<file path="src/mem_pkg.sv">
package mem_pkg;

    // plain widths
    typedef logic [31:0] word_t;    // data or address word
    typedef logic [3:0]  byte_en_t; // bit n covers byte lane n
    typedef logic [5:0]  opcode_t;  // instr[31:26]

    // loads
    localparam opcode_t OP_LB  = 6'h20;
    localparam opcode_t OP_LH  = 6'h21;
    localparam opcode_t OP_LWL = 6'h22;
    localparam opcode_t OP_LW  = 6'h23;
    localparam opcode_t OP_LBU = 6'h24;
    localparam opcode_t OP_LHU = 6'h25;
    localparam opcode_t OP_LWR = 6'h26;

    // stores
    localparam opcode_t OP_SB  = 6'h28;
    localparam opcode_t OP_SH  = 6'h29;
    localparam opcode_t OP_SWL = 6'h2A;
    localparam opcode_t OP_SW  = 6'h2B;
    localparam opcode_t OP_SWR = 6'h2E;

    // linked pair
    localparam opcode_t OP_LL  = 6'h30;
    localparam opcode_t OP_SC  = 6'h38;

    // request presented in M and sampled every cycle
    typedef struct packed {
        word_t instr;    // full instruction word
        word_t addr;     // effective byte address
        word_t wdata;    // rt value to store
        word_t rt_value; // old rt for LWL/LWR
    } mem_req_t;

    // one pending RAM write
    typedef struct packed {
        logic     we;
        word_t    addr; // word aligned
        byte_en_t be;
        word_t    data; // already lane formatted
    } wr_port_t;

    // load state carried from M into M2
    typedef struct packed {
        opcode_t    opcode;
        logic [1:0] lane;     // byte offset of the access
        word_t      rt_value;
        logic       fwd_hit;  // W write hit the same word
        byte_en_t   fwd_be;
        word_t      fwd_data;
        logic       link_ok;  // link bit seen by SC
    } load_m2_t;

endpackage

</file>
<file path="src/mem_pipe_regs.sv">
`timescale 1ns/1ns

module mem_pipe_regs (
    input  logic              clk,
    input  logic              arst_n,
    input  mem_pkg::mem_req_t req,
    input  mem_pkg::wr_port_t st_port,
    input  logic              is_ll,
    input  logic              is_sc,
    output mem_pkg::wr_port_t w_port,
    output logic              link,
    output mem_pkg::load_m2_t m2
);

    logic              fwd_hit;
    mem_pkg::load_m2_t m2_next;

    // the RAM returns old data when W writes the word being read
    assign fwd_hit = w_port.we && (w_port.addr[31:2] == req.addr[31:2]);

    assign m2_next = '{
        opcode:   req.instr[31:26],
        lane:     req.addr[1:0],
        rt_value: req.rt_value,
        fwd_hit:  fwd_hit,
        fwd_be:   w_port.be,
        fwd_data: w_port.data,
        link_ok:  link
    };

    // W write register
    always_ff @(posedge clk or negedge arst_n) begin
        if (!arst_n) begin
            w_port <= '0;
        end else begin
            w_port <= st_port;
        end
    end

    // M2 load record
    always_ff @(posedge clk or negedge arst_n) begin
        if (!arst_n) begin
            m2 <= '0;
        end else begin
            m2 <= m2_next;
        end
    end

    // LL/SC link
    always_ff @(posedge clk or negedge arst_n) begin
        if (!arst_n) begin
            link <= 1'b0;
        end else if (is_sc) begin
            link <= 1'b0; // any aligned SC consumes it
        end else if (is_ll) begin
            link <= 1'b1;
        end
    end

    a_w_aligned: assert property (
        @(posedge clk) disable iff (!arst_n)
        w_port.we |-> (w_port.addr[1:0] == 2'b00)
    ) else $error("W write to unaligned address");

endmodule

</file>
<file path="config.mk">
export PLATFORM = sky130hd
export DESIGN_NAME = mem_pipe_regs
export DESIGN_NICKNAME = d
export VERILOG_FILES = /design/src/mem_pkg.sv /design/src/mem_pipe_regs.sv
export SDC_FILE = /design/constraint.sdc
export NUM_CORES = 1
export LEC_CHECK = 0
export ABC_AREA = 1
export BUFFER_PORTS_ARGS = -buffer_cell sky130_fd_sc_hd__clkbuf_2
export CAP_MARGIN = 20
export CORE_AREA = 2 2 137 139
export DETAILED_ROUTE_END_ITERATION = 7
export DIE_AREA = 0 0 139 141
export PLACE_DENSITY = 0.52
export SKIP_CTS_REPAIR_TIMING = 1
export SYNTH_ARGS = -nofsm -noshare
export SYNTH_HDL_FRONTEND = slang
export SYNTH_SLANG_ARGS = --single-unit
</file>
<file path="constraint.sdc">
create_clock -name clk -period 1.8 [get_ports clk]
set_input_delay 0.45 -clock clk [delete_from_list [all_inputs] [get_ports clk]]
set_output_delay 0.45 -clock clk [all_outputs]
set_load 0.05 [all_outputs]
</file>
Word level (Yosys, flattened, before mapping) --
Index checks and enable logic that the tools add are counted.
Cells by class: reduce and logical (&&, ||, !) cells 2, eq/ne operators 1, muxes and demuxes 2
Operators by type and width (number):
- 30-bit equality test | 1
- 1-bit 2-to-1 mux | 2
- 2-bit nonzero test | 1
- 1-bit logical AND | 1
Storage, ports and cells: output and inout bits 148, logic and storage cells 17, register bits after elaboration 148

Depth between registers and ports, before layout --
depth after elaboration 2, mapped depth 8, gate-level depth less buffers 8

Least setup slack after synthesis --
Ideal clock, no wire load.
path type register -> register, start point register w_port[59] (netlist name), end point register m2[37] (netlist name), clock period less this slack 1.236 ns, setup time 0.071 ns, slack 0.564 ns, arrival 1.165 ns, path buffers 0, cell stages (with the launch flop) 9, cell sequence dfrtp_1 > inv_1 > nand2_1 > nand2_1 > nor2_1 > nand2_1 > nor2_1 > nand2_1 > nor2_1
Between the ends: longest elaborated chain between the ends 2
Ends and longest elaborated chain:
- from (decl) | line mem_pipe_regs.sv:10 | output mem_pkg::wr_port_t w_port,
- from (signal assigned) | line mem_pipe_regs.sv:36 | w_port <= st_port;
- 30-bit equality test | line mem_pipe_regs.sv:19 | assign fwd_hit = w_port.we && (w_port.addr[31:2] == req.addr[31:2]);
- 1-bit logical AND | line mem_pipe_regs.sv:19
- via fwd_hit | line mem_pipe_regs.sv:15 | logic fwd_hit;
- to (signal assigned) | line mem_pipe_regs.sv:45 | m2 <= m2_next;
- to (decl) | line mem_pipe_regs.sv:12 | output mem_pkg::load_m2_t m2
The timed path passes the listed nets, and every way through them passes these cells. A chain may end at the register's enable or synchronous reset.

Worst setup path after layout --
start point register w_port[13] (netlist name), end point output w_port[13] (netlist name)
No word-level cell between the ends.

==> run summary <==
status: finished, final reports clean
Hold Fails Final Rpt: 0
Synth cell types: 7
final design instance area without fill: 0.00673 sq mm
max frequency: 653 MHz
pre-CTS setup slack: 0.538 ns
synthesized flop and latch total: 148
synth warn: 0
drt wl/cell: 13.6 um
CP Launch Point: w_port[13]
Worst setup EP type: output port
critical-path maximum fanout: 2
CP top delay family: flip-flops
Die Ht: 141 um
total power: 8010 uW
most frequent cells in the layout: 289 x clkbuf_2, 148 x dfrtp_1, 85 x nand2_1
cell area after synthesis: 0.00435 sq mm
via count: 3322
TritonRoute pass-1 iters: 4
Rel. slew slack: 0.719
routability cong.: 0.818
Final Max Slew Viols: 0
initial drt markers: 68
Mapped Nets: 518
Critical R2R Launch: w_port[66]
Cell Area, Placed: 0.00617 sq mm
clock latency on the worst-skew pair: 0.41 ns
most common cell after layout, fill and taps aside: clkbuf_2
Antenna diodes: 0
worst hold path type: primary input to flip-flop
die area: 0.0196 sq mm
register area share after synthesis: 0.852
clock buffer depth: 2
I/O pin total: 349
Final Net Count: 835
Clock Sinks: 148
Fillers: 1860
grt total ovfl: 0
worst slew pin tran: 0.421 ns
root buffer cell: clkbuf_16
crit path cell chain: clkbuf_2
required time worst endpoint: 1.35 ns
Bufs and invs on worst path: 1
largest cells by area after synthesis: dfrtp_1 85%, nand2_1 7.3%, inv_1 4.5%
layout cell share with drive strength beyond 1: 0.507
Synth area leader: dfrtp_1
setup_tns: 0 ns
final worst slack: 0.270 ns
Final ANT Viol Nets: 0
Avg Cell Area, Syn: 13.7 sq um
vias per cell: 3.77
Setup crit start kind: flip-flop
Slowest cell on crit path: dfrtp_1
row count: 50
Num CTS Buffers: 17
drt drc: 0
first-pass GRT wire length: 18.9 mm
crit path time final: 1.53 ns
Hold WS: 0.137 ns
CTS tree: yes
total of max-cap violations: 0
skew final: 0.0114 ns
Worst Path Arrival: 1.08 ns
Core Region: 0.0183 sq mm
overall routed net length: 12.0 mm
H-tree levels: 4
Port-buffer cells: 290
Cells after Synth: 317
largest net degree at the start of global routing: 47
Starting Density: 0.238
RSZ-0062 raised after global routing: false
endpoints failing setup: 0
maximum vdd drop: 0.618 mV
Area Growth Syn to Fin: 54.9%
Total Routing Usage GR: 0.126
Final Cycle Share: 0.850
HP Start: req[125]
post-synth top area share: 0.852
critical path class: flip-flop to output port
vias in the first global route: 3683
clk slew on worst S/H paths: 0.07 ns
leak pwr: 0.00381 uW
Power Density: 1190 mW/mm^2
initial antenna violation count: 0
CP peak stage delay: 0.38 ns
HPWL Detailed: 9.79 mm
Die Wd: 139 um
worst register-to-register path, cell delays in order (launching register included):
cell and delay [ns]:
dfrtp_1 0.40, nor2_1 0.11, nor2_1 0.06, nor2_1 0.10
nand2_1 0.06, nor2_1 0.12, nand2_1 0.07, nor2_1 0.09
kinds of logic (layout without fill, tap and decap cells):
| kind of cell | Yosys count | in the layout | share of synthesized area |
|---|---|---|---|
| xor gates and xnor gates | 1 | 1 | 0.00202 |
| buffers and inverters | 52 | 382 | 0.0449 |
| AOI/OAI and AO/OA | 2 | 2 | 0.00230 |
| and+or+nand+nor | 114 | 114 | 0.0987 |
| DFF | 148 | 148 | 0.852 |
cells in the mapped netlist:
| cell type | count |
|---|---|
| nand2_1 | 85 |
| inv_1 | 52 |
| o21ai_0 | 2 |
| nand3_1 | 1 |
| dfrtp_1 | 148 |
| xnor2_1 | 1 |
| nor2_1 | 28 |
routing by layer:
layer  vias up  routed length, um  global-route usage  part of all wire
li1       1563                  -                   -                 -
met1      1562               4210               0.134              0.35
met2       179               6260               0.214              0.52
met3        18               1180              0.0584             0.099
met4         0                314              0.0542             0.026
met5         -                  0                   0                 0
layout make-up:
cell class	instances	area [sq um]	share of cell area
Tap cell	234	293	0.0435
Multi-Input combinational cell	117	448	0.0665
Sequential cell	148	3700	0.550
Clock buffer	18	429	0.0637
Timing Repair Buffer	298	1550	0.230
Clock inverter	14	119	0.0177
Inverter	52	195	0.0290
power breakdown:
group	switching, uW	internal, uW	total (uW)
Combinational	870	276	1150
Sequential	77.1	3490	3570
Clock	1480	1810	3290
Total	2430	5580	8010
through the flow:
stage,util,std cells
detailed placement,0.338,848
global route,0.369,881
CTS,0.368,880
floorplan,-,317
global placement,0.338,848
finish,0.369,881
worst paths after layout:
path / slack [ns] / to / cells past startpoint
setup reg to reg: 0.72 / m2[37] / 7
min in group asynchronous: 0.52 / m2[70] / 2
max in group asynchronous: 0.72 / w_port[41] / 3
hold / removal: 0.14 / m2[75] / 1
setup / recovery: 0.27 / w_port[13] / 1
hold reg to reg: 0.37 / m2[13] / 0
sequential cells by signal (all words and copies together), names as in the netlist:
| name | flops |
|---|---|
| link | 1 |
| w_port | 69 |
| m2 | 78 |
Note: power is estimated with default switching activity, not from simulation.
